**src/icachePkg.sv**
```systemverilog
/* Geometry and state encoding for the two-way instruction cache.
   Address split is tag 31:8, index 7:4, word offset 3:2; bits 1:0 are ignored. */

package icachePkg;

  // Address and data widths
  localparam int addrWidth = 32;
  localparam int dataWidth = 32;

  // Line geometry
  localparam int wordsPerLine = 4;
  localparam int offsetBits = 2;

  // Set geometry
  localparam int numSets = 16;
  localparam int indexBits = 4;
  localparam int tagBits = addrWidth - indexBits - offsetBits - 2;

  // Controller states
  typedef enum logic [1:0] {
    ctlReady,
    ctlRefill,
    ctlReplay
  } ctlState;

endpackage

```
**src/icacheLineFetch.sv**
```systemverilog
/* Wishbone classic read master for one cache line, always starting at word 0.
   Strobe stays high across all four transfers; start must not come while busy. */

`timescale 1ns/10ps

module icacheLineFetch import icachePkg::*; (
  input  logic                  clk,
  input  logic                  reset,
  input  logic                  start,
  input  logic [addrWidth-1:0]  lineAddr,
  input  logic [dataWidth-1:0]  wbDatIn,
  input  logic                  wbAck,
  output logic                  wbCyc,
  output logic                  wbStb,
  output logic [addrWidth-1:0]  wbAdr,
  output logic                  wordValid,
  output logic [offsetBits-1:0] wordOffset,
  output logic [dataWidth-1:0]  wordData,
  output logic                  done
);

  logic busy;
  logic [offsetBits-1:0] count;
  logic [addrWidth-1:offsetBits+2] lineBase;

  assign wbCyc = busy;
  assign wbStb = busy;
  assign wbAdr = {lineBase, count, 2'b00};

  // Forward each acked word straight through
  assign wordValid = busy & wbAck;
  assign wordOffset = count;
  assign wordData = wbDatIn;
  assign done = wordValid && (count == offsetBits'(wordsPerLine - 1));

  always_ff @(posedge clk) begin
    if (reset) begin
      busy <= 1'b0;
      count <= '0;
    end else if (start) begin
      busy <= 1'b1;
      count <= '0;
    end else if (wordValid) begin
      count <= count + 1'b1;
      if (done) busy <= 1'b0;
    end
  end

  always_ff @(posedge clk) begin
    if (start) lineBase <= lineAddr[addrWidth-1:offsetBits+2];
  end

  // Address must not move while a transfer waits for its ack
  aAdrHeld: assert property (@(posedge clk) disable iff (reset)
    wbStb && !wbAck |=> $stable(wbAdr));
  aStartIdle: assert property (@(posedge clk) disable iff (reset) start |-> !busy);

endmodule

```
**config.mk**
```make
export PLATFORM = sky130hd
export DESIGN_NAME = icacheLineFetch
export DESIGN_NICKNAME = d
export VERILOG_FILES = /design/src/icachePkg.sv /design/src/icacheLineFetch.sv
export SDC_FILE = /design/constraint.sdc
export NUM_CORES = 1
export LEC_CHECK = 0
export BUFFER_PORTS_ARGS = -buffer_cell sky130_fd_sc_hd__buf_2
export CAP_MARGIN = 20
export CORE_ASPECT_RATIO = 0.7
export CORE_MARGIN = 4
export CORE_UTILIZATION = 31
export DETAILED_ROUTE_END_ITERATION = 7
export PLACE_DENSITY = 0.79
export SETUP_SLACK_MARGIN = 0.5
export SYNTH_ARGS = -nofsm -noshare
export SYNTH_HDL_FRONTEND = slang
export SYNTH_SLANG_ARGS = --single-unit
```
**constraint.sdc**
```tcl
create_clock -name clk -period 0.8 [get_ports clk]
set_input_delay 0.08 -clock clk [delete_from_list [all_inputs] [get_ports clk]]
set_output_delay 0.08 -clock clk [all_outputs]
set_load 0.01 [all_outputs]
```
======== Word level (Yosys, flattened, before mapping) ========
Index checks and enable logic that the tools add are counted.
storage, ports and cells
  logic and storage cells ................. 14
  output and inout bits ................... 70
  input port bits ......................... 68
  bits in registers ....................... 31
cells by class
  add/subtract/negate cells ............... 1
  reduce and logical (&&, ||, !) cells .... 5
  equal/unequal tests ..................... 1
  bitwise logic cells ..................... 1
  multiplexer cells ....................... 3
operators by type and width
  cell                   number
  $reduce_bool A2 Y1     2
  $mux W1                3
  $add A2 B1 Y2 const B  1
  $eq A2 B2 Y1 const B   1
  $reduce_and A2 Y1      1
  $reduce_or A2 Y1       1
  $and A1 B1 Y1          1
  $logic_and A1 B1 Y1    1

======== Depth between registers and ports, before layout ========
  word-level depth ........................ 5
  gate-level depth with buffers ........... 3
  mapped depth without buffers ............ 3

======== Worst setup path after synthesis ========
OpenSTA, ideal clock, no wires.
  path kind ............................... flip-flop to flip-flop
  start point ............................. register count[0], in the netlist wordOffset[0]
  end point ............................... register busy, in the netlist wbCyc
  path slack .............................. -110 ps
  cell stages (with the launch flop) ...... 4
  setup time .............................. 115 ps
  data required time ...................... 685 ps
  clock period less this slack ............ 910 ps
  path buffers ............................ 0
  arrival time ............................ 795 ps
  cell sequence ........................... dfxtp_1 ha_1 a21boi_2 o21ba_1
on the way
  word-level cells in the longest chain between the ends .. 4
RTL lines
  what                                 line                   source
  start: declaration                   icacheLineFetch.sv:23  logic [offsetBits-1:0] count;
  start signal: assignment             icacheLineFetch.sv:44  count <= count + 1'b1;
  $eq A2 B2 Y1                         icacheLineFetch.sv:34  assign done = wordValid && (count == offsetBits'(wordsPerLine - 1));
  $logic_and A1 B1 Y1                  icacheLineFetch.sv:34
  $reduce_bool A2 Y1 (no source line)  --
  $reduce_and A2 Y1 (no source line)   --
  end signal: assignment               icacheLineFetch.sv:38  busy <= 1'b0;
  end signal: assignment               icacheLineFetch.sv:41  busy <= 1'b1;
  end signal: assignment               icacheLineFetch.sv:45  if (done) busy <= 1'b0;
  end: declaration                     icacheLineFetch.sv:22  logic busy;
No other way between the ends.
A chain may end at the register's enable or synchronous reset.

======== Worst setup path after layout ========
  start point ............................. register count[0], in the netlist wordOffset[0]
  end point ............................... output done
on the way
  word-level cells in the longest chain between the ends .. 2
RTL lines
  what                 line                   source
  $eq A2 B2 Y1         icacheLineFetch.sv:34
  $logic_and A1 B1 Y1  icacheLineFetch.sv:34
  end: declaration     icacheLineFetch.sv:19  output logic done
No other way between the ends.

==> qor.csv <==
metric,value,unit
cts_sinks,31,
min_period_over_period,139,%
total_power,3.84,mW
cts_tree,done,
final_nets,202,
grt-ovfl-total,0,
synth.distinct_cells,15,
hp-class,input port to flop,
finClkSkew,0.000138,ns
clk_pin_slew,0.06,ns
ys_ff_latch,31,
max-clock-path-buffers,2,
arrival,1.04,ns
fp.dieH,61.8,µm
ir_worst_vdd,0.000908,V
grt_max_degree,11,
avgRoutedWirePerCell,15.9,µm
timing.hold.ws,-0.0229,ns
floorplan.initialDensity,32.5,%
fmax,0.896,GHz
dpl_cell_area,0.00149,mm²
crit_fanout,2,
fillers,376,
place.gp.congestion,0.692,
crit_slowest_cell,dfxtp_4,
final-hold-violation-count,28,
area_growth,42.9,%
powerDensity,2100,mW/mm²
synth_area,0.00128,mm²
cp_num_buf_inv,1,
multiInputGateArea,135,µm²
post-place-ws,-0.0654,ns
fin_cells,186,
max-cap-violations,0,
slew_viol_final,0,
htree_levels,2,
path_cells,"ha_4, and3_4, buf_6",
seq_area,912,µm²
rsz0062_at_grt,true,
violations,"negative hold slack, negative setup slack",
grt_antenna_before_repair,0,
setup_viol,39,
io_buffer_count,67,
critPathLaunchType,flop,
final_area,0.00183,mm²
routed_wl,2950,µm
final_util,46.5,%
rows,19,
ant_nets,0,
n_antenna_cell,0,
fin_ws,-0.316,ns
min_period,1.12,ns
vias,786,
avgSynthCellArea,15.8,µm²
first_iter_violations,15,
synth.yosys.warnings,0,
worstPathRequired,0.72,ns
dpl.cell_count,169,
slowest_delay,0.36,ns
endpoint_kind,output pin,
first_global_vias,803,
worstSetupPathType,flop to output pin,
io_pins,138,
numCtsBuffers,5,
critical_path.top_delay_family,flip-flops,
status,"finished, violations left",
clk_latency,0.27,ns
grt_use_total,10.8,%
setup_tns,-3.13,ns
leakage,0.801,nW
drive_gt1_share,73.1,%
viasPerCell,4.23,
synth.yosys.seq_area_share,70.2,%
first_pass_iters,3,
core_area,0.00395,mm²
dieArea,0.00525,mm²
drc,0,
synth_cells,81,
grt_pass1_wl,4130,µm
cts_root_buffer,clkbuf_8,
die_w,84.9,µm
metal layers:
layer / track usage [%] / wire length (µm) / vias up
met3: 4.74 / 418 / 20
met2: 19.5 / 1540 / 65
met1: 9.96 / 885 / 351
met5: 0 / 0 / -
li1: - / - / 350
met4: 8.80 / 110 / 0
worst reg2reg max path, delay by kind of cell (launching register included):
family,cells,cell delay [ns]
buf+inv,2,0.22
flops,1,0.36
compound gates,2,0.23
fa+ha+maj,1,0.16
path summary, 6_finish.rpt:
| kind | endpoint | slack [ns] | startpoint | depth (start not counted) |
|---|---|---|---|---|
| hold / removal | lineBase[21] | -0.02 | lineAddr[21] | 1 |
| setup reg to reg | wbCyc | -0.22 | wordOffset[0] | 5 |
| setup / recovery | done | -0.32 | wordOffset[0] | 3 |
| hold reg to reg | wordOffset[1] | 0.63 | wbCyc | 3 |
what timing repair did:
item	4_1_cts	5_1_grt
setup buffers	6	0
hold endpoints to repair	28	28
endpoints found under the setup margin	67	67
resized for setup	23	2
gates cloned	3	0
pin swaps	4	2
flip-flops by register name (all words and copies together) (netlist names):
| register | cells |
|---|---|
| wbCyc | 1 |
| wordOffset | 2 |
| lineBase | 28 |
kinds of logic (layout without fill, tap and decap cells):
logic type / count (synthesis) / after routing / synth area share [%]
AOI/OAI and AO/OA: 6 / 6 / 4.29
DFF: 31 / 31 / 70.2
and+or+nand+nor: 5 / 5 / 2.63
other: 1 / 2 / 0.292
buffers and inverters: 37 / 89 / 21.6
adders and majority gates: 1 / 1 / 0.975
synthesized netlist by cell type:
cell       n  area [µm²]
and2_2     1        7.51
o21ba_1    1        10.0
ha_1       1        12.5
and3_2     1        7.51
edfxtp_1  28         841
nand3b_1   1        7.51
nand3_1    1        5.00
a21bo_1    2        20.0
or2_1      1        6.26
a21oi_2    1        8.76
a21boi_2   1        11.3
buf_4     37         278
a21oi_1    1        5.00
dfxtp_1    3        60.1
conb_1     1        3.75
cell usage in the layout (no fill, tap or decap):
cell type  synthesis  layout
clkinv_1           0       1
and3_4             0       1
o21ba_1            1       1
conb_1             1       2
clkinv_2           0       1
buf_16             0       3
dfxtp_4            0       3
bufinv_16          0       1
a21boi_2           1       1
a21oi_2            1       2
a21bo_1            2       2
buf_8              0       1
buf_6              0      13
nand3b_1           1       1
and2_4             0       1
buf_2              0      59
clkbuf_8           0       5
buf_4             37       2
or2_1              1       1
buf_12             0       3
nand3_2            0       1
ha_4               0       1
edfxtp_1          28      28
area by class of cell:
cell class	count	share of cell area (%)
clock buffer	5	3.75
clock inverter	3	2.11
multi-input combinational	14	7.37
sequential	31	49.7
tap	52	3.55
timing repair buffer	81	33.5
where the power goes:
group	switching, mW	total (mW)	internal [mW]
Combinational	0.204	0.465	0.261
Sequential	0.0323	1.92	1.89
Clock	0.545	1.46	0.910
Total	0.782	3.84	3.06
Power figures use the tool's default switching activity.
