[src/icachePkg.sv]
/* Geometry and state encoding for the two-way instruction cache.
   Address split is tag 31:8, index 7:4, word offset 3:2; bits 1:0 are ignored. */

package icachePkg;

  // Address and data widths
  localparam int addrWidth = 32;
  localparam int dataWidth = 32;

  // Line geometry
  localparam int wordsPerLine = 4;
  localparam int offsetBits = 2;

  // Set geometry
  localparam int numSets = 16;
  localparam int indexBits = 4;
  localparam int tagBits = addrWidth - indexBits - offsetBits - 2;

  // Controller states
  typedef enum logic [1:0] {
    ctlReady,
    ctlRefill,
    ctlReplay
  } ctlState;

endpackage

[src/icacheDataArray.sv]
/* Line storage for both ways, 16 sets of 4 words each. No reset on contents.
   Read is combinational, one refill word is written per edge. */

`timescale 1ns/10ps

module icacheDataArray import icachePkg::*; (
  input  logic                  clk,
  input  logic [indexBits-1:0]  index,
  input  logic                  way,
  input  logic [offsetBits-1:0] offset,
  input  logic [indexBits-1:0]  wrIndex,
  input  logic                  wrWay,
  input  logic [offsetBits-1:0] wrOffset,
  input  logic [dataWidth-1:0]  wrData,
  input  logic                  we,
  output logic [dataWidth-1:0]  rdData
);

  logic [dataWidth-1:0] mem [2][numSets][wordsPerLine];

  // Compare stage word select
  assign rdData = mem[way][index][offset];

  always_ff @(posedge clk) begin
    if (we) mem[wrWay][wrIndex][wrOffset] <= wrData;
  end

endmodule

[config.mk]
export PLATFORM = sky130hd
export DESIGN_NAME = icacheDataArray
export DESIGN_NICKNAME = d
export VERILOG_FILES = /design/src/icachePkg.sv /design/src/icacheDataArray.sv
export SDC_FILE = /design/constraint.sdc
export NUM_CORES = 2
export LEC_CHECK = 0
export BUFFER_PORTS_ARGS = -buffer_cell sky130_fd_sc_hd__buf_2
export CORE_MARGIN = 2
export CORE_UTILIZATION = 55
export DETAILED_ROUTE_END_ITERATION = 10
export PLACE_DENSITY_LB_ADDON = 0.1
export SLEW_MARGIN = 20
export SYNTH_ARGS = -nofsm -noshare
export SYNTH_HDL_FRONTEND = slang
export SYNTH_SLANG_ARGS = --single-unit
[constraint.sdc]
create_clock -name clk -period 4.8 [get_ports clk]
set_input_delay 0.24 -clock clk [delete_from_list [all_inputs] [get_ports clk]]
set_output_delay 0.24 -clock clk [all_outputs]
set_load 0.01 [all_outputs]
== Word level (Yosys, flattened, before mapping) ==
Memories as Yosys holds them, arrays and structs flattened.
Index checks and enable logic that the tools add are counted.

* Register bits after elaboration: 0
* Bits in writable memories: 4096
* Input bits: 48
* Output and inout port bits: 32
* Word-level logic and storage cells: 25
* Memories kept: 1

* Magnitude comparators: 6
* Muxes and demuxes: 12
* Bitwise logic cells: 4
* Reductions and logical operators: 2

{| class="wikitable"
|+ Memories
! memory !! depth !! bits a word !! read ports !! clocked after memory_dff !! wr ports !! RTL line !! RTL
|-
| mem || 2 || 2048 || 1 || 0 || 1 || icacheDataArray.sv:19 || <nowiki>logic [dataWidth-1:0] mem [2][numSets][wordsPerLine];</nowiki>
|}

{| class="wikitable"
|+ Operator list
! operator !! number
|-
| 2-to-1 mux 2048 bit || 1
|-
| binary-select mux 128 bit (select 4 bit) || 1
|-
| demux 128 bit (select 4 bit) || 1
|-
| 2-to-1 mux 128 bit || 3
|-
| 2-to-1 mux 32 bit || 3
|-
| binary-select mux 32 bit (select 2 bit) || 1
|-
| demux 32 bit (select 2 bit) || 1
|-
| greater-or-equal comparator 5 bit (second input constant) || 2
|-
| inverter 4 -> 5 bit || 2
|-
| greater-or-equal comparator 3 bit (second input constant) || 2
|-
| inverter 2 -> 3 bit || 2
|-
| < comparator 5 x 1 -> 1 bit (second input constant) || 1
|-
| < comparator 3 x 1 -> 1 bit (second input constant) || 1
|-
| logical AND 1 bit || 2
|-
| 2-to-1 mux 1 bit || 1
|}

== Logic depth before layout (Yosys ltp) ==
* Word-level depth: 8
* Gate-level depth with buffers: 8
* Depth with buffers taken out: 4

== Worst setup path before layout ==
Ideal clock, no wire load.

* Path type: in2out
* Start point: input port way
* End point: output port rdData[10]
* Data arrival time: 2835 ps
* Data required time: 4560 ps
* Slack: 1725 ps
* Cell stages on the path: 7
* Path buffers: 3
* Path through: buf_2 > buf_2 > buf_1 > mux4_2 > mux4_2 > mux4_2 > mux2_2

* Word-level cells in the longest chain between the ends: 7

{| class="wikitable"
|+ Ends and longest elaborated chain
! item !! RTL line !! RTL
|-
| start: declaration || icacheDataArray.sv:9 || <nowiki>input logic way,</nowiki>
|-
| memory (2 x 2048 bit) || - ||
|-
| binary-select mux 128 bit (select 4 bit) || icacheDataArray.sv:22 || <nowiki>assign rdData = mem[way][index][offset];</nowiki>
|-
| 2-to-1 mux 128 bit (implied by the code) (2 in a row) || icacheDataArray.sv:22 ||
|-
| binary-select mux 32 bit (select 2 bit) || icacheDataArray.sv:22 ||
|-
| 2-to-1 mux 32 bit (implied by the code) (2 in a row) || icacheDataArray.sv:22 ||
|-
| end: declaration || icacheDataArray.sv:16 || <nowiki>output logic [dataWidth-1:0] rdData</nowiki>
|}

No other way between the ends. The select of a mux whose other input is x is not followed.

== Worst setup path in the final report ==
* Start point: input port index[1]
* End point: output port rdData[28]

* Word-level cells in the longest chain between the ends: 7

{| class="wikitable"
|+ Ends and longest elaborated chain
! item !! RTL line !! RTL
|-
| start: declaration || icacheDataArray.sv:8 || <nowiki>input logic [indexBits-1:0] index,</nowiki>
|-
| inverter 4 -> 5 bit (implied by the code) || icacheDataArray.sv:22 ||
|-
| binary-select mux 128 bit (select 4 bit) || icacheDataArray.sv:22 ||
|-
| 2-to-1 mux 128 bit (implied by the code) (2 in a row) || icacheDataArray.sv:22 ||
|-
| binary-select mux 32 bit (select 2 bit) || icacheDataArray.sv:22 ||
|-
| 2-to-1 mux 32 bit (implied by the code) (2 in a row) || icacheDataArray.sv:22 ||
|}

No other way between the ends. The select of a mux whose other input is x is not followed.

==> out/results.tsv <==
stage	metric	value	unit
run_status	run_status	completed	
setup_path	worstPathRequired	4.56	ns
global_routing	antenna_found_initial	70	
sta	layout_min_cycle_time	3.959	ns
sta	fmax	0.2526	GHz
logic_synthesis	synth_common_cells	edfxtp_1, mux4_2, clkbuf_1, nor2_1, buf_2	
global_routing	grt_overflow	0	
logic_synthesis	yosysWarnings	0	
global_routing	grt_first_pass_wirelength	578400	microns
routing	via_per_inst	6.772	
die	die-area	0.2871	sq mm
pwr	comb_power_share	0.055	
pwr	p_leak	0.05483	uW
final_layout	final_cells	10670	
placed_design	place_hpwl	238300	microns
clocking	cts_tree	built	
die	pin_count	80	
sta	rsz0062_at_grt	no	
setup_path	crit_top_cell	mux4_2	
final_layout	ff_latch_area	0.1230	sq mm
clocking	clockBufferDepth	4	
logic_synthesis	ys_ff_latch	4096	
sta	worst_pin_slew	1.216	ns
sta	hold_viol	0	
routing	finalWirelength	417400	microns
setup_path	critPathArrivalTime	3.72	ns
logic_synthesis	synth_area_per_cell	26.17	sq um
setup_path	cp.buffers_inverters	4	
sta	tns	0	ns
global_routing	grt_max_degree	94	
logic_synthesis	synthCells	5945	
setup_path	path_delay_family	multiplexers	
logic_synthesis	async_flop_share	0	
logic_synthesis	synth-edff-count	4096	
flow_run	drv_cap	0	
global_routing	grt_use_total	0.2953	
routing	vias	72230	
final_layout	area_growth	14.45	%
pwr	clkPwrFrac	0.417	
sta	drv_slew	0	
sta	period_share	0.8249	
hold_path	hold_path.class	input pin to register	
routing	routedWlPerCell	39.13	microns
final_layout	largest-register	mem	
logic_synthesis	yosysMostFrequentCell	edfxtp_1	
clocking	cts.clk_slew.worst_paths	0.06	ns
final_layout	largest_reg_flops	4096	
routing	drc	0	
placed_design	dp_cells	9819	
pwr	sw_frac_of_total	0.2139	
logic_synthesis	netlist_area	0.1556	sq mm
die	die_width	535.8	microns
logic_synthesis	synth.distinct_cells	13	
placed_design	port_buffers	79	
setup_path	worst-setup-path-type	input pin to output port	
clocking	cts_sinks	4096	
routing	drt-pass1-iter-count	5	
logic_synthesis	synth_top_area_cell	edfxtp_1	
pwr	p_per_area	420.5	mW/mm^2
pwr	ir_drop	0.3791	mV
final_layout	top_regs	mem (4096)	
die	die_height	535.8	microns
final_layout	multi_input_area	0.03227	sq mm
die	core-area	0.2818	sq mm
routing	drt_iter0_markers	10810	
sta	final-setup-viol-count	0	
pwr	totalPowerFinal	74860	uW
die	row_count	195	
placed_design	gp_congestion	0.8526	
pwr	p_switching	16010	uW
logic_synthesis	ys_seq_area_frac	0.7907	
pwr	seqPwrFrac	0.528	
setup_path	startpoint_type	input pin	
clocking	hold_buffers	32	
final_layout	fill_cells	18430	
logic_synthesis	syn-num-nets	5993	
sta	slew_headroom	0.1875	
global_routing	grt_pass1_vias	71460	
logic_synthesis	yosys.area.top_type_share	0.7907	
setup_path	path_max_fanout	41	
clocking	cts_root_buf	clkbuf_16	
clocking	post-cts-setup-buffer-count	0	
setup_path	cp_slowest_cell	mux4_2	
setup_path	path_cells	buf_8, buf_12, buf_12, mux4_2, mux4_2, mux4_2, mux2_2, buf_2	
clocking	numCtsBuffers	408	
clocking	cts_htree_levels	5	
setup_path	endpoint_kind	output port	
setup_path	crit_path_max_incr_delay	0.65	ns
logic_synthesis	yosys_most_used_dff	edfxtp_1	
pwr	p_int	58850	uW
final_layout	post_route_cells_drive_above_1_share	0.3697	
final_layout	nets	6566	
die	initial_core_util	0.5520	
routing	drtAntennaViolNets	0	
clocking	cts_resized	0	
logic_synthesis	synthTopCellsByArea	edfxtp_1, mux4_2, clkbuf_1	
==> worst min-delay path, delay by kind of cell <==
kind                   cells  cell delay, ns
buffers and inverters      1            0.19
and+or+nand+nor            2            0.47
==> per-layer routing <==
metal	routed length (microns)	GRT usage	vias up
li1	-	-	27530
met1	167200	0.4508	40080
met2	194900	0.4450	4087
met3	42790	0.05245	520
met4	12310	0.08824	20
met5	134	0	-
==> path summary, 6_finish.rpt <==
check / start / cells past startpoint / slack (ns) / to
worst max-delay path: index[1] / 8 / 0.84 / rdData[28]
worst min-delay path: we / 3 / 0.14 / mem[0][959]
==> per-stage QoR <==
| stage | util | cell area (sq um) | setup slack, ns | hold WS (ns) |
|---|---|---|---|---|
| CTS | 0.6312 | 177900 | 0.8017 | 0.06835 |
| finish | 0.6318 | 178000 | 0.8405 | 0.1415 |
| detailed placement | 0.5839 | 164500 | 0.8775 | 0.7223 |
| global placement | 0.5838 | 164500 | 0.8636 | 0.7113 |
| floorplan | - | 155600 | 1.725 | 0.3389 |
| global route | 0.6316 | 178000 | 0.8219 | 0.1414 |
==> cell usage in the layout, fill, tap and decap left out, drive strengths merged <==
master	count
buf	442
bufinv	36
clkbuf	489
clkinv	206
clkinvlp	6
diode	64
dlygate4sd3	32
edfxtp	4096
inv	15
mux2	32
mux4	1344
nand2	12
nand3	10
nand4	2
nor2	131
nor2b	7
==> power by group through the flow <==
stage | logic [uW] | clock network, uW | registers (uW)
detailed placement | 4070 | 0 | 40300
global route | 4230 | 33000 | 39500
floorplan | 1950 | 0 | 40300
CTS | 4100 | 31600 | 39500
finish | 4110 | 31200 | 39500
global placement | 4020 | 0 | 40300
==> kinds of logic after synthesis <==
kind of cell	Yosys count	share of synthesized area
DFF	4096	0.7907
muxes	1376	0.1969
buffers and inverters	311	0.008261
and+or+nand+nor	162	0.004134
==> area by class of cell <==
cell class,instances,share of cell area
Clock inverter,263,0.01320
Sequential cell,4096,0.6909
Clock buffer,489,0.05989
Antenna cell,64,0.0008996
Timing Repair Buffer,474,0.02753
Tap cell,3743,0.02631
Multi-Input combinational cell,1538,0.1813
(Power assumes the default switching activity.)
