$ cat config.mk
export PLATFORM = sky130hd
export DESIGN_NAME = icacheTagArray
export DESIGN_NICKNAME = d
export VERILOG_FILES = /design/src/icachePkg.sv /design/src/icacheTagArray.sv
export SDC_FILE = /design/constraint.sdc
export NUM_CORES = 1
export LEC_CHECK = 0
export BUFFER_PORTS_ARGS = -buffer_cell sky130_fd_sc_hd__buf_4
export CAP_MARGIN = 20
export CORE_MARGIN = 4
export CORE_UTILIZATION = 45
export DETAILED_ROUTE_END_ITERATION = 10
export PLACE_DENSITY = 0.61
export SYNTH_ARGS = -nofsm -noshare
export SYNTH_HDL_FRONTEND = slang
export SYNTH_SLANG_ARGS = --single-unit
$ cat constraint.sdc
create_clock -name clk -period 4.85 [get_ports clk]
set_clock_uncertainty 0.2 [all_clocks]
set_input_delay 0.7275 -clock clk [delete_from_list [all_inputs] [get_ports clk]]
set_output_delay 0.7275 -clock clk [all_outputs]
set_load 0.02 [all_outputs]
$ cat src/icachePkg.sv
/* Geometry and state encoding for the two-way instruction cache.
   Address split is tag 31:8, index 7:4, word offset 3:2; bits 1:0 are ignored. */

package icachePkg;

  // Address and data widths
  localparam int addrWidth = 32;
  localparam int dataWidth = 32;

  // Line geometry
  localparam int wordsPerLine = 4;
  localparam int offsetBits = 2;

  // Set geometry
  localparam int numSets = 16;
  localparam int indexBits = 4;
  localparam int tagBits = addrWidth - indexBits - offsetBits - 2;

  // Controller states
  typedef enum logic [1:0] {
    ctlReady,
    ctlRefill,
    ctlReplay
  } ctlState;

endpackage

$ cat src/icacheTagArray.sv
/* Tags, valid bits and one LRU bit per set for both ways. Reads are combinational.
   Victim is the first invalid way, else the least recently used one. */

`timescale 1ns/10ps

module icacheTagArray import icachePkg::*; (
  input  logic                 clk,
  input  logic                 reset,
  input  logic                 flush,
  input  logic [indexBits-1:0] index,
  input  logic [tagBits-1:0]   tag,
  input  logic [indexBits-1:0] fillIndex,
  input  logic [tagBits-1:0]   fillTag,
  input  logic                 fillWay,
  input  logic                 fillWe,
  input  logic                 touchWe,
  input  logic                 touchWay,
  output logic                 hit,
  output logic                 hitWay,
  output logic                 victimWay
);

  logic [tagBits-1:0] tags [2][numSets];
  logic [numSets-1:0] valid [2];
  // Holds the way to evict next
  logic [numSets-1:0] lru;
  logic hit0, hit1;

  assign hit0 = valid[0][index] && (tags[0][index] == tag);
  assign hit1 = valid[1][index] && (tags[1][index] == tag);
  assign hit = hit0 | hit1;
  assign hitWay = hit1;

  always_comb begin
    if (!valid[0][index]) victimWay = 1'b0;
    else if (!valid[1][index]) victimWay = 1'b1;
    else victimWay = lru[index];
  end

  // Tag storage
  always_ff @(posedge clk) begin
    if (fillWe) tags[fillWay][fillIndex] <= fillTag;
  end

  always_ff @(posedge clk) begin
    if (reset || flush) begin
      valid[0] <= '0;
      valid[1] <= '0;
      lru <= '0;
    end else begin
      // Used way becomes most recent, so the other one is next to go
      if (fillWe) begin
        valid[fillWay][fillIndex] <= 1'b1;
        lru[fillIndex] <= ~fillWay;
      end
      if (touchWe) lru[index] <= ~touchWay;
    end
  end

  aNoDoubleHit: assert property (@(posedge clk) disable iff (reset) !(hit0 && hit1));

endmodule

Yosys cells after proc, flatten, opt, wreduce, memory -nomap -nowiden
Memory sizes are Yosys's and may differ from the RTL's.
Cells that the tools add are included.
W data, S select, Z words.

storage, ports and cells
  register bits after elaboration = 16
  memory bits (writable) = 800
  input port bits = 63
  output and inout port bits = 3
  word-level logic and storage cells = 58
  memories kept = 2

memory list
  memory  words  width  rd ports  clocked after memory_dff  wr ports  line                  source
  tags    2      384    2         0                         1         icacheTagArray.sv:23  logic [tagBits-1:0] tags [2][numSets];
  valid   2      16     2         0                         2         icacheTagArray.sv:24  logic [numSets-1:0] valid [2];

operators by class
  magnitude comparators = 7
  equal/unequal tests = 2
  multiplexer cells = 34
  bitwise logic cells = 5
  reductions and logical operators = 7

operators by type and width
  operator              number
  $mux W384             1
  $bmux W24 S4          2
  $mux W24              5
  $demux W24 S4         1
  $mux W16              6
  $eq A24 B24 Y1        2
  $bwmux W16            2
  $reduce_or A16 Y1     1
  $bmux W1 S4           3
  $mux W1               12
  $ge A5 B5 Y1 const B  2
  $lt A4 B5 Y1 const B  2
  $not A4 Y5            2
  $demux W1 S4          2
  $ge A4 B1 Y1 const B  2
  $logic_and A1 B1 Y1   5
  $lt A5 B1 Y1 const B  1
  $not A1 Y1            2
  $logic_or A1 B1 Y1    1
  $or A1 B1 Y1          1

Logic depth before layout (Yosys ltp)
  word-level depth = 9
  depth in mapped cells = 12
  mapped depth without buffers = 7

Worst setup path before layout
Ideal clock, no wire load.

  path type = input to register
  from = input port fillIndex[0]
  to = memory tags[0][360] in the netlist's numbering (enable)
  setup time = 0.469 ns
  arrival time = 3.626 ns
  data required time = 4.181 ns
  setup slack = 0.555 ns
  stages = 2
  path buffers = 0
  cell sequence = or3b_2 -> nor4_1

on the way
  longest elaborated chain between the ends = 6
  elaborated cells on any way between the ends = 7
  classes of those cells = order compare (2); mux (3); bitwise (1); reduce/logical (1)

RTL lines
  element                                                                    line                  source
  start: declaration                                                         icacheTagArray.sv:12  input logic [indexBits-1:0] fillIndex,
  $not A4 Y5 (implied by the code) *                                         icacheTagArray.sv:42  if (fillWe) tags[fillWay][fillIndex] <= fillTag;
  $ge A5 B5 Y1 (implied by the code) / $lt A5 B1 Y1 (equally long branches)  icacheTagArray.sv:42
  $logic_and A1 B1 Y1 (implied by the code)                                  icacheTagArray.sv:42
  $mux W24 (implied by the code)                                             icacheTagArray.sv:42
  $demux W24 S4 *                                                            icacheTagArray.sv:42
  $mux W384 (implied by the code) *                                          icacheTagArray.sv:42
  end: declaration                                                           icacheTagArray.sv:23

Mark *: on every way between the ends. The rest lies on a longest branch, timed or not.

Worst setup path after layout
  from = input port index[0]
  to = output port hit

on the way
  longest elaborated chain between the ends = 7
  elaborated cells on any way between the ends = 16
  classes of those cells = eq/ne (2); mux (10); bitwise (2); reduce/logical (2)

RTL lines
  element                                   line                                        source
  start: declaration                        icacheTagArray.sv:10                        input logic [indexBits-1:0] index,
  $not A4 Y5 (implied by the code)          icacheTagArray.sv:29, icacheTagArray.sv:30
  $bmux W24 S4 (on tied branches)           icacheTagArray.sv:29, icacheTagArray.sv:30
  $mux W24 (on tied branches) (2 in a row)  icacheTagArray.sv:29, icacheTagArray.sv:30
  $eq A24 B24 Y1 (on tied branches)         icacheTagArray.sv:29, icacheTagArray.sv:30
  $logic_and A1 B1 Y1 (on tied branches)    icacheTagArray.sv:29, icacheTagArray.sv:30
  $or A1 B1 Y1 *                            icacheTagArray.sv:31                        assign hit = hit0 | hit1;
  end: declaration                          icacheTagArray.sv:18                        output logic hit,

Mark *: on every way between the ends. The rest lies on a longest branch, timed or not. The select of a mux whose other input is x is not followed.

==> run metrics <==
Hold Crit Depth 2; Critical Path Fanout Max 26; CP max stage cell or4_1; first-pass GRT wire length 125 mm; Hold Buf Count CTS 0; grt total ovfl 0; total power divided by cell area 406 nW/um2; DRC Markers 0; top post-synthesis cells by area edfxtp_1 (71%), mux4_2 (12%), dfxtp_1 (2.9%); CTS clock-pin slew for the worst setup and hold paths 0.06 ns; worst slew pin tran 1.10 ns; Comb pwr share 6.1%; # setup viols final 0; unique cell type count in the Yosys netlist 58; Max Cap Viol 0; setup TNS 0 ns; Detail Route Antenna Nets 0; Detail Placement HPWL 52.7 mm; Syn Nets 1710; WL final 86.8 mm; core area 71600 um2; fraction of registers with async set/reset 0%; R2R Path Start lru[0]; placed instance count 2678; Final Max Slew Viols 0; most frequent cells in the layout edfxtp_1 (768), mux4_2 (174), buf_4 (148), clkbuf_16 (87), nor2_1 (84); Max H-tree Level 3; ys flop type edfxtp_1; CP arrival 3.82 ns; Tot GR Track Use 22.5%; Top Ports 66; fin crit period 4.74 ns; Fin. Hold Viols 0; Slew headroom 26.6%; FF-to-FF path depth 3; WHS Endpoint lru[15]; HP Class input port to flop; vias in the first global route 17735; area grow syn2layout 15.3%; Post-synth EDFFs 768; CP startpoint kind input port; commonest non-fill, non-tap cell in the layout edfxtp_1; Yosys top cell by area edfxtp_1; Critical Path End Type primary output; antenna violations before repair 1; worst vdd ir 213 uV; die width 277 um; NumNets Final 1878; starting density of the core 45.5%; total CTS buffers 85; initial DRC count 2029; sw power 3.23 mW; CTS root buffer clkbuf_16; RD Place Congestion 0.845; vias per cell 6.13; FF-to-FF setup slack 3.69 ns; worst hold start touchWay; Seq pwr share 51.1%; Die ar. 76800 um2; IO buf count 65; Antenna diodes 0; Wirelength per Cell 30.6 um; Clk Latency, worst-skew pair 0.62 ns; # clock sinks 816; status completed; synthesis-stage register bit count 816; Clock Path Buffers 3; Non-Filler Instances 2831; Setup Crit Path Kind input port to primary output; Internal Power 12.0 mW; DR pass1 iterations 6; CP required 3.92 ns; mapped cell area 32600 um2; share of cells above drive strength 1 26.6%; Leakage 12.2 nW; Critical R2R Capture lru[0]; Achievable Freq 211 MHz; max incr delay on CP 0.58 ns; CTS tree built; Ys Warns 0; sequential area share after synthesis 73.7%; Die Ht 277 um; hold_ws 0.239 ns; vias 17354; Yosys top cell area share 70.7%; largest net degree at the start of global routing 35; RSZ-0062 raised after global routing no; syn_area_per_cell 19.8 um2; FP Rows 98; final worst path period share 97.8%; crit path cell chain buf_12, buf_12, mux4_2, mux4_2, xnor2_1, nand2_1, or4_1, o22ai_1, buf_4, buf_4; switching power share of the total 21.1%; utilization of the core after routing 52.5%; Clock Power Share 42.8%; Mapped Cells 1647
[cell usage after synthesis, types with 3 or more instances]
cell and number:
a221oi_2 5, nand2_1 34, buf_1 4, o21a_1 13
o211ai_1 3, dfxtp_1 48, o22ai_1 11, mux4_2 174
buf_12 6, nor4_1 7, nand2b_1 6, o22a_1 10
a221o_1 3, buf_6 10, o221ai_1 19, nor2_1 87
and2_1 3, edfxtp_1 768, buf_4 11, a22oi_1 21
o21ai_0 18, a211oi_1 3, or4_1 3, and3_1 9
a31oi_1 5, xor2_1 11, or3_1 14, nor3_1 23
a21oi_1 34, a221oi_1 10, nand3_1 8, mux4_1 11
o2bb2ai_1 3, nor2b_1 10, xnor2_1 31, inv_1 24
a2bb2oi_1 4, a22o_1 17, mux2_2 11, mux2i_1 72
a311o_1 4, buf_2 27, clkbuf_1 27
[logic make-up after synthesis]
family	Yosys count	synth area share [%]
AO/OA/AOI/OAI	195	4.48
XOR/XNOR	42	1.13
buffers and inverters	110	2.03
flip-flops	816	73.7
multiplexers	268	15.5
AND/OR/NAND/NOR	216	3.17
[worst max-delay path by stage]
stage,start,endpoint,slack (ns)
after CTS,index[0],hit,0.10
after global placement,index[0],hit,0.09
after detailed placement,index[0],hit,0.10
after global routing,index[1],hit,0.003
final,index[0],hit,0.11
after floorplan,fillIndex[0],tags[0][360],0.55
[metrics by stage]
stage / power (mW) / instance area (um2) / setup slack, ns
final: 15.3 / 37600 / 0.107
after global placement: 8.87 / 34800 / 0.0927
after detailed placement: 8.88 / 34800 / 0.103
after floorplan: 8.46 / 32600 / 0.555
after CTS: 15.4 / 37600 / 0.102
after global routing: 15.7 / 37600 / 0.00300
[power by group through the flow]
stage | clock network (mW) | registers (mW) | logic, mW
6_report | 6.53 | 7.80 | 0.937
5_1_grt | 6.95 | 7.80 | 0.993
3_3_place_gp | 0 | 7.94 | 0.922
4_1_cts | 6.63 | 7.80 | 0.939
3_5_place_dp | 0 | 7.95 | 0.936
2_1_floorplan | 0 | 7.94 | 0.521
[worst max-delay path, delay by kind of cell]
kind	cells	cell delay (ns)
multiplexers	2	1.01
AND/OR/NAND/NOR	2	0.76
buffers and inverters	4	0.72
AO/OA/AOI/OAI	1	0.29
XOR/XNOR	1	0.26
[state kept, by name, indices dropped and copies added (netlist names)]
register	flops
tags	768
valid	32
lru	16
[routing by layer]
metal  track usage (%)  vias up  part of all wire [%]
met5                 0        -                 0.015
met4              7.89        2                   3.3
met3              4.60      160                   8.1
met2              36.0      797                    48
met1              31.0     9213                    41
li1                  -     7182                     -
[cell type report]
class | count | area [um2]
Timing Repair Buffer | 166 | 1470
Sequential cell | 816 | 24000
Inverter | 25 | 93.8
Fill cell | 5631 | 34000
Multi-Input combinational cell | 721 | 8020
Clock inverter | 45 | 518
Tap cell | 950 | 1190
Clock buffer | 108 | 2270
[timing repair]
item | CTS | global route
setup endpoints to repair | 0 | 1
setup buffers | 0 | 0
gates resized for setup | 0 | 3
hold endpoints to repair | 0 | 0
(Power assumes the default switching activity.)
