## src/icachePkg.sv

```systemverilog
/* Geometry and state encoding for the two-way instruction cache.
   Address split is tag 31:8, index 7:4, word offset 3:2; bits 1:0 are ignored. */

package icachePkg;

  // Address and data widths
  localparam int addrWidth = 32;
  localparam int dataWidth = 32;

  // Line geometry
  localparam int wordsPerLine = 4;
  localparam int offsetBits = 2;

  // Set geometry
  localparam int numSets = 16;
  localparam int indexBits = 4;
  localparam int tagBits = addrWidth - indexBits - offsetBits - 2;

  // Controller states
  typedef enum logic [1:0] {
    ctlReady,
    ctlRefill,
    ctlReplay
  } ctlState;

endpackage

```

## src/icacheController.sv

```systemverilog
/* Lookup and compare pipeline plus the miss/refill/replay FSM.
   A fetch accepted in the miss cycle waits in lookup until the replay is done. */

`timescale 1ns/10ps

module icacheController import icachePkg::*; (
  input  logic                  clk,
  input  logic                  reset,
  input  logic                  fetchValid,
  input  logic [addrWidth-1:0]  fetchAddr,
  input  logic                  flush,
  input  logic                  hit,
  input  logic                  hitWay,
  input  logic                  victimWay,
  input  logic [dataWidth-1:0]  rdData,
  input  logic                  wordValid,
  input  logic [offsetBits-1:0] wordOffset,
  input  logic [dataWidth-1:0]  wordData,
  input  logic                  done,
  output logic                  stall,
  output logic                  instrValid,
  output logic [dataWidth-1:0]  instr,
  output logic [indexBits-1:0]  lookupIndex,
  output logic [tagBits-1:0]    lookupTag,
  output logic [offsetBits-1:0] lookupOffset,
  output logic                  readWay,
  output logic                  touchWe,
  output logic                  fillWe,
  output logic                  fillWay,
  output logic                  dataWe,
  output logic                  start,
  output logic [addrWidth-1:0]  lineAddr
);

  ctlState state;
  logic lkValid;
  logic [addrWidth-1:0] lkAddr;
  logic [addrWidth-1:0] missAddr;
  logic [addrWidth-1:0] selAddr;
  logic missWay;
  logic [dataWidth-1:0] missWord;
  logic compareValid;
  logic missDetect;

  // Arrays see the held miss address outside ctlReady
  assign selAddr = (state == ctlReady) ? lkAddr : missAddr;
  assign lookupOffset = selAddr[offsetBits+1:2];
  assign lookupIndex = selAddr[indexBits+offsetBits+1:offsetBits+2];
  assign lookupTag = selAddr[addrWidth-1:addrWidth-tagBits];
  assign readWay = hitWay;

  assign compareValid = ((state == ctlReady) && lkValid) || (state == ctlReplay);
  assign missDetect = (state == ctlReady) && lkValid && !hit;
  assign stall = (state != ctlReady);

  // Flush resets LRU anyway
  assign touchWe = compareValid && hit && !flush;

  // Refill always starts at word 0
  assign start = missDetect;
  assign lineAddr = {lkAddr[addrWidth-1:offsetBits+2], {(offsetBits + 2){1'b0}}};
  assign dataWe = wordValid && (state == ctlRefill);
  assign fillWe = done && (state == ctlRefill);
  assign fillWay = missWay;

  always_ff @(posedge clk) begin
    if (reset) begin
      state <= ctlReady;
    end else begin
      case (state)
        ctlReady: if (missDetect) state <= ctlRefill;
        ctlRefill: if (done) state <= ctlReplay;
        ctlReplay: state <= ctlReady;
        default: state <= ctlReady;
      endcase
    end
  end

  always_ff @(posedge clk) begin
    if (reset) begin
      lkValid <= 1'b0;
      instrValid <= 1'b0;
    end else begin
      if (!stall) lkValid <= fetchValid;
      instrValid <= compareValid && hit;
    end
  end

  always_ff @(posedge clk) begin
    if (fetchValid && !stall) lkAddr <= fetchAddr;
    if (missDetect) begin
      missAddr <= lkAddr;
      missWay <= victimWay;
    end
    // Keep the requested word as it goes by
    if (dataWe && (wordOffset == missAddr[offsetBits+1:2])) missWord <= wordData;
    if (compareValid && hit) instr <= (state == ctlReplay) ? missWord : rdData;
  end

  aNoValidInRefill: assert property (@(posedge clk) disable iff (reset)
    instrValid |-> state != ctlRefill);

  // Filled line must be visible and match what came off the bus
  aReplayHits: assert property (@(posedge clk) disable iff (reset)
    state == ctlReplay |-> hit && (rdData == missWord));

endmodule

```

## config.mk

```make
export PLATFORM = sky130hd
export DESIGN_NAME = icacheController
export DESIGN_NICKNAME = d
export VERILOG_FILES = /design/src/icachePkg.sv /design/src/icacheController.sv
export SDC_FILE = /design/constraint.sdc
export NUM_CORES = 1
export LEC_CHECK = 0
export BUFFER_PORTS_ARGS = -buffer_cell sky130_fd_sc_hd__buf_2
export CAP_MARGIN = 30
export CORE_MARGIN = 2
export CORE_UTILIZATION = 43
export DETAILED_ROUTE_END_ITERATION = 8
export MAX_ROUTING_LAYER = met4
export PLACE_DENSITY = 0.84
export SLEW_MARGIN = 20
export SYNTH_ARGS = -nofsm -noshare
export SYNTH_HDL_FRONTEND = slang
export SYNTH_SLANG_ARGS = --single-unit
```

## constraint.sdc

```tcl
create_clock -name clk -period 5.32 [get_ports clk]
set_input_delay 0.798 -clock clk [delete_from_list [all_inputs] [get_ports clk]]
set_output_delay 0.798 -clock clk [all_outputs]
set_load 0.05 [all_outputs]
```

# After elaboration in Yosys (flattened, before gate mapping)

Cells that the tools add are included.

Bits in read-only memories: 0
Latch bits: 0
Output and inout port bits: 102
Memories: 0
Bits in registers: 133
RAM bits: 0

Order comparisons: 0
$add $sub $neg: 0
Reductions and logical operators: 15
Multiply operators: 0
Mux-type cells: 5
Eq/ne operators: 5
Bitwise operators: 0
Shift-type cells: 0
Div/mod/pow operators: 0

Operators with widths:

| cell               | number |
|---|---|
| $mux 32            | 2 |
| $logic_and 1x1->1  | 8 |
| $mux 2             | 2 |
| $ne 2x2->1 const B | 2 |
| $pmux 2 s2         | 1 |
| $logic_not 1->1    | 3 |
| $eq 2x1->1 const B | 1 |
| $eq 2x2->1         | 1 |
| $eq 2x2->1 const B | 1 |
| $logic_not 2->1    | 1 |
| $reduce_and 2->1   | 1 |
| $reduce_bool 2->1  | 1 |
| $logic_or 1x1->1   | 1 |

# Logic depth before layout (Yosys ltp)

Word-level depth: 5
Mapped depth: 5
Mapped depth without buffers: 3

# Least setup slack after synthesis

OpenSTA, ideal clock, no wires.

Path type: reg-to-output
Start point: register state[0]
End point: output port start
Required time: 4.522 ns
Stages on the path, launching flop included: 6
Arrival time: 4.426 ns
Setup slack: 0.096 ns
Path through: dfxtp_1 -> buf_2 -> nor2_2 -> buf_4 -> inv_1 -> nor3b_1

Word-level cells in the longest chain between the ends: 3

Ends and longest elaborated chain:

| item                            | line                   | text |
|---|---|---|
| start: declaration              | icacheController.sv:35 | `ctlState state;` |
| start signal: assignment        | icacheController.sv:68 | `state <= ctlReady;` |
| start signal: assignment        | icacheController.sv:71 | `ctlReady: if (missDetect) state <= ctlRefill;` |
| start signal: assignment        | icacheController.sv:72 | `ctlRefill: if (done) state <= ctlReplay;` |
| $logic_not 2->1                 | icacheController.sv:53 | `assign missDetect = (state == ctlReady) && lkValid && !hit;` |
| $logic_and 1x1->1 (2 in series) | icacheController.sv:53 |  |
| end: declaration                | icacheController.sv:31 | `output logic start,` |

No other way between the ends.

# Worst setup path in the final report

Same ends and word-level chain as after synthesis.

==> run_results.csv <==
group,metric,value,unit
outcome,status,"complete, but fails checks",
outcome,failed_checks,"design-rule violations",
timing,hold_violations,0,
routing,met1Wirelength,3898,µm
routing,wl_per_cell,16.94,µm
routing,ant_nets,0,
layout,area.growth.synth_to_final,29.45,%
synth,ys_seq_elements,129,
critical_path,required,4520,ps
synth,async_flop_share,0,
power_and_ir_drop,p_int,1.957,mW
synth,synth.lib_cells_used.distinct,24,
critical_path,cp_max_fo,31,
timing,fin_ws,1713,ps
routing,via_per_inst,4.763,
timing,timing.fmax,277.2,MHz
cts,ctsResizeCount,0,
layout,regArea,0.003834,mm²
synth,ys_seq_area_frac,0.7495,
cts,clockBufferDepth,2,
global_route,overflow,0,
layout,drive_above_1_share,0.5951,
critical_path,path_class,"reg2out",
routing,dr_wl_met3,1243,µm
critical_path,rr_startpoint,"state[0]",
global_route,grt_pass1_wl,15350,µm
routing,top_layer_used,"met4",
routing,dr_wl_met2,4748,µm
run,max_cap_violations,0,
routing,drt_first_pass_iters,6,
critical_path,arrival,2810,ps
placed_design,port-buffer-count,200,
placed_design,dp_hpwl,7342,µm
critical_path,r2r_cells,4,
timing,min_period,3607,ps
cts,clkTransAtPathRegs,50,ps
synth,avgSynthCellArea,20.14,µm²
power_and_ir_drop,netSwitchingPower,0.6354,mW
floorplan,die_w,113.1,µm
timing,finClkSkew,7.942,ps
synth,synth_cells,254,
synth,ys_warn_count,0,
synth,synth_edf_count,125,
critical_path,startpoint_type,"register",
global_route,grt_pass1_vias,2984,
floorplan,coreArea,0.01152,mm²
power_and_ir_drop,clock_power_share,0.429,
routing,drc_errors,20,
timing,setup_tns,0,ps
placed_design,gp_congestion,0.8182,
power_and_ir_drop,ir_drop,0.0002628,V
synth,synthFlopType,"edfxtp_1",
layout,multi_input_area,980.9,µm²
power_and_ir_drop,p_leak,2.712,nW
global_route,antenna_found_initial,1,
critical_path,rr_endpoint,"missAddr[9]",
power_and_ir_drop,swShare,0.2451,
cts,cts_hold_buf,0,
cts,cts_max_level,4,
synth,synth_area,0.005115,mm²
cts,postCtsSetupRepairBufs,0,
floorplan,io_pins,209,
timing,setup_viol,0,
power_and_ir_drop,power.density,391.5,mW/mm²
cts,cts_tree,"yes",
layout,layout.nets,546,
timing,period_share,0.6780,
min_path,hold_path.class,"reg2reg",
routing,wl,10100,µm
power_and_ir_drop,combPwrFrac,0.118,
floorplan,start_util,0.4442,
routing,via_count,2839,
timing,rsz0062_at_grt,"no",
critical_path,rrSetupSlack,2500,ps
floorplan,die_area,0.01278,mm²
global_route,grtUsageTotal,0.1674,
timing,finalMaxSlewViolations,0,
routing,drtIter0Drc,189,
global_route,grt_max_degree,33,
power_and_ir_drop,p_seq_frac,0.453,
timing,worst_pin_slew,907.0,ps
cts,cts.sinks,129,
critical_path,cp-startpoint,"state[0]",
critical_path,endpoint_kind,"primary output",
cts,cts-root-buf,"clkbuf_16",
timing,timing.slew.headroom,0.3939,
placed_design,dp_worst_setup_slack,2068,ps
cts,numCtsBuffers,17,
layout,fill_cells,865,
cts,insertion_delay,410,ps
floorplan,die_h,113.1,µm
floorplan,rows,39,
critical_path,endpoint,"start",
==> synthesized netlist by cell type (2+ instances only) <==
master,number,share of area
buf_4,36,0.053
edfxtp_1,125,0.73
dfxtp_1,4,0.016
xnor2_1,2,0.0034
nor4b_1,2,0.0034
mux2_4,30,0.088
and3b_1,2,0.0034
inv_1,2,0.0015
buf_6,4,0.0088
mux2_1,31,0.068
or3b_1,2,0.0034
nor3b_1,2,0.0029
==> through the flow <==
step	util	hold WS [ps]	std cells	power [mW]	instance area, µm²
finish	0.5750	457.5	596	2.592	6621
global route	0.5750	479.3	596	2.676	6621
CTS	0.5748	461.7	595	2.621	6619
detailed placement	0.5249	452.5	563	1.503	6045
global placement	0.5231	444.4	562	1.496	6025
floorplan	-	422.2	257	1.431	5126
==> registers in the layout, indices dropped and copies added (netlist names) <==
| name | count |
|---|---|
| missWord | 32 |
| state | 2 |
| lkAddr | 30 |
| missAddr | 30 |
| lkValid | 1 |
| instr | 32 |
| fillWay | 1 |
| instrValid | 1 |
==> worst min path at each step <==
stage,from,to,slack [ps],depth (start not counted)
floorplan,lkAddr[2],missAddr[2],420,0
global placement,lkAddr[2],missAddr[2],440,0
detailed placement,lkAddr[2],missAddr[2],450,0
CTS,lkAddr[2],missAddr[2],460,0
global route,lkAddr[2],missAddr[2],480,0
finish,lkAddr[2],missAddr[2],460,0
==> routing by layer <==
metal,track usage,vias to the layer above
met4,0.08049,0
li1,-,1306
met3,0.07659,18
met1,0.1821,1334
met5,-,-
met2,0.2615,181
==> kinds of logic (layout without fill, tap and decap cells) <==
family | after synthesis | count (layout) | share of synthesized area
DFF | 129 | 129 | 0.7495
xor gates and xnor gates | 2 | 2 | 0.003425
AOI/OAI and AO/OA | 3 | 3 | 0.003423
and+or+nand+nor | 14 | 14 | 0.02031
muxes | 62 | 62 | 0.1585
other | 1 | 5 | 0.0007332
buffers and inverters | 43 | 238 | 0.06409
==> cells in the final DEF (no fill, tap or decap), drive strengths merged <==
master and instances:
a211oi 1, a21oi 1, clkinvlp 1, clkbuf 22, nand2b 1, nor2b 1, or3b 2, and3b 2
and3 1, and2b 1, diode 1, inv 2, mux2 62, buf 204, nor4b 2, xnor2 2
conb 4, bufinv 2, edfxtp 125, nor3b 2, o21ai 1, dfxtp 4, clkinv 7, nor2 2
==> critical path, stage by stage (launching register included) <==
cell and delay, ps:
dfxtp_1 410, nor2_4 730, inv_1 180, nor3b_2 670, buf_2 390
==> area by class of cell <==
| class | count | share of cell area |
|---|---|---|
| Sequential cell | 129 | 0.5790 |
| Tap cell | 143 | 0.02702 |
| Clock buffer | 22 | 0.07011 |
| Timing Repair Buffer | 204 | 0.1576 |
| Clock inverter | 10 | 0.01663 |
| Inverter | 2 | 0.001134 |
| Antenna cell | 1 | 0.0003779 |
| Multi-Input combinational cell | 85 | 0.1481 |
==> power by group through the flow <==
stage | Combinational [mW] | Sequential (mW) | Clock (mW)
2_1_floorplan | 0.210 | 1.22 | 0
3_3_place_gp | 0.304 | 1.19 | 0
3_5_place_dp | 0.308 | 1.19 | 0
4_1_cts | 0.309 | 1.17 | 1.14
5_1_grt | 0.321 | 1.18 | 1.18
6_report | 0.306 | 1.17 | 1.11
No activity file was read; power rests on OpenSTA's default activity.
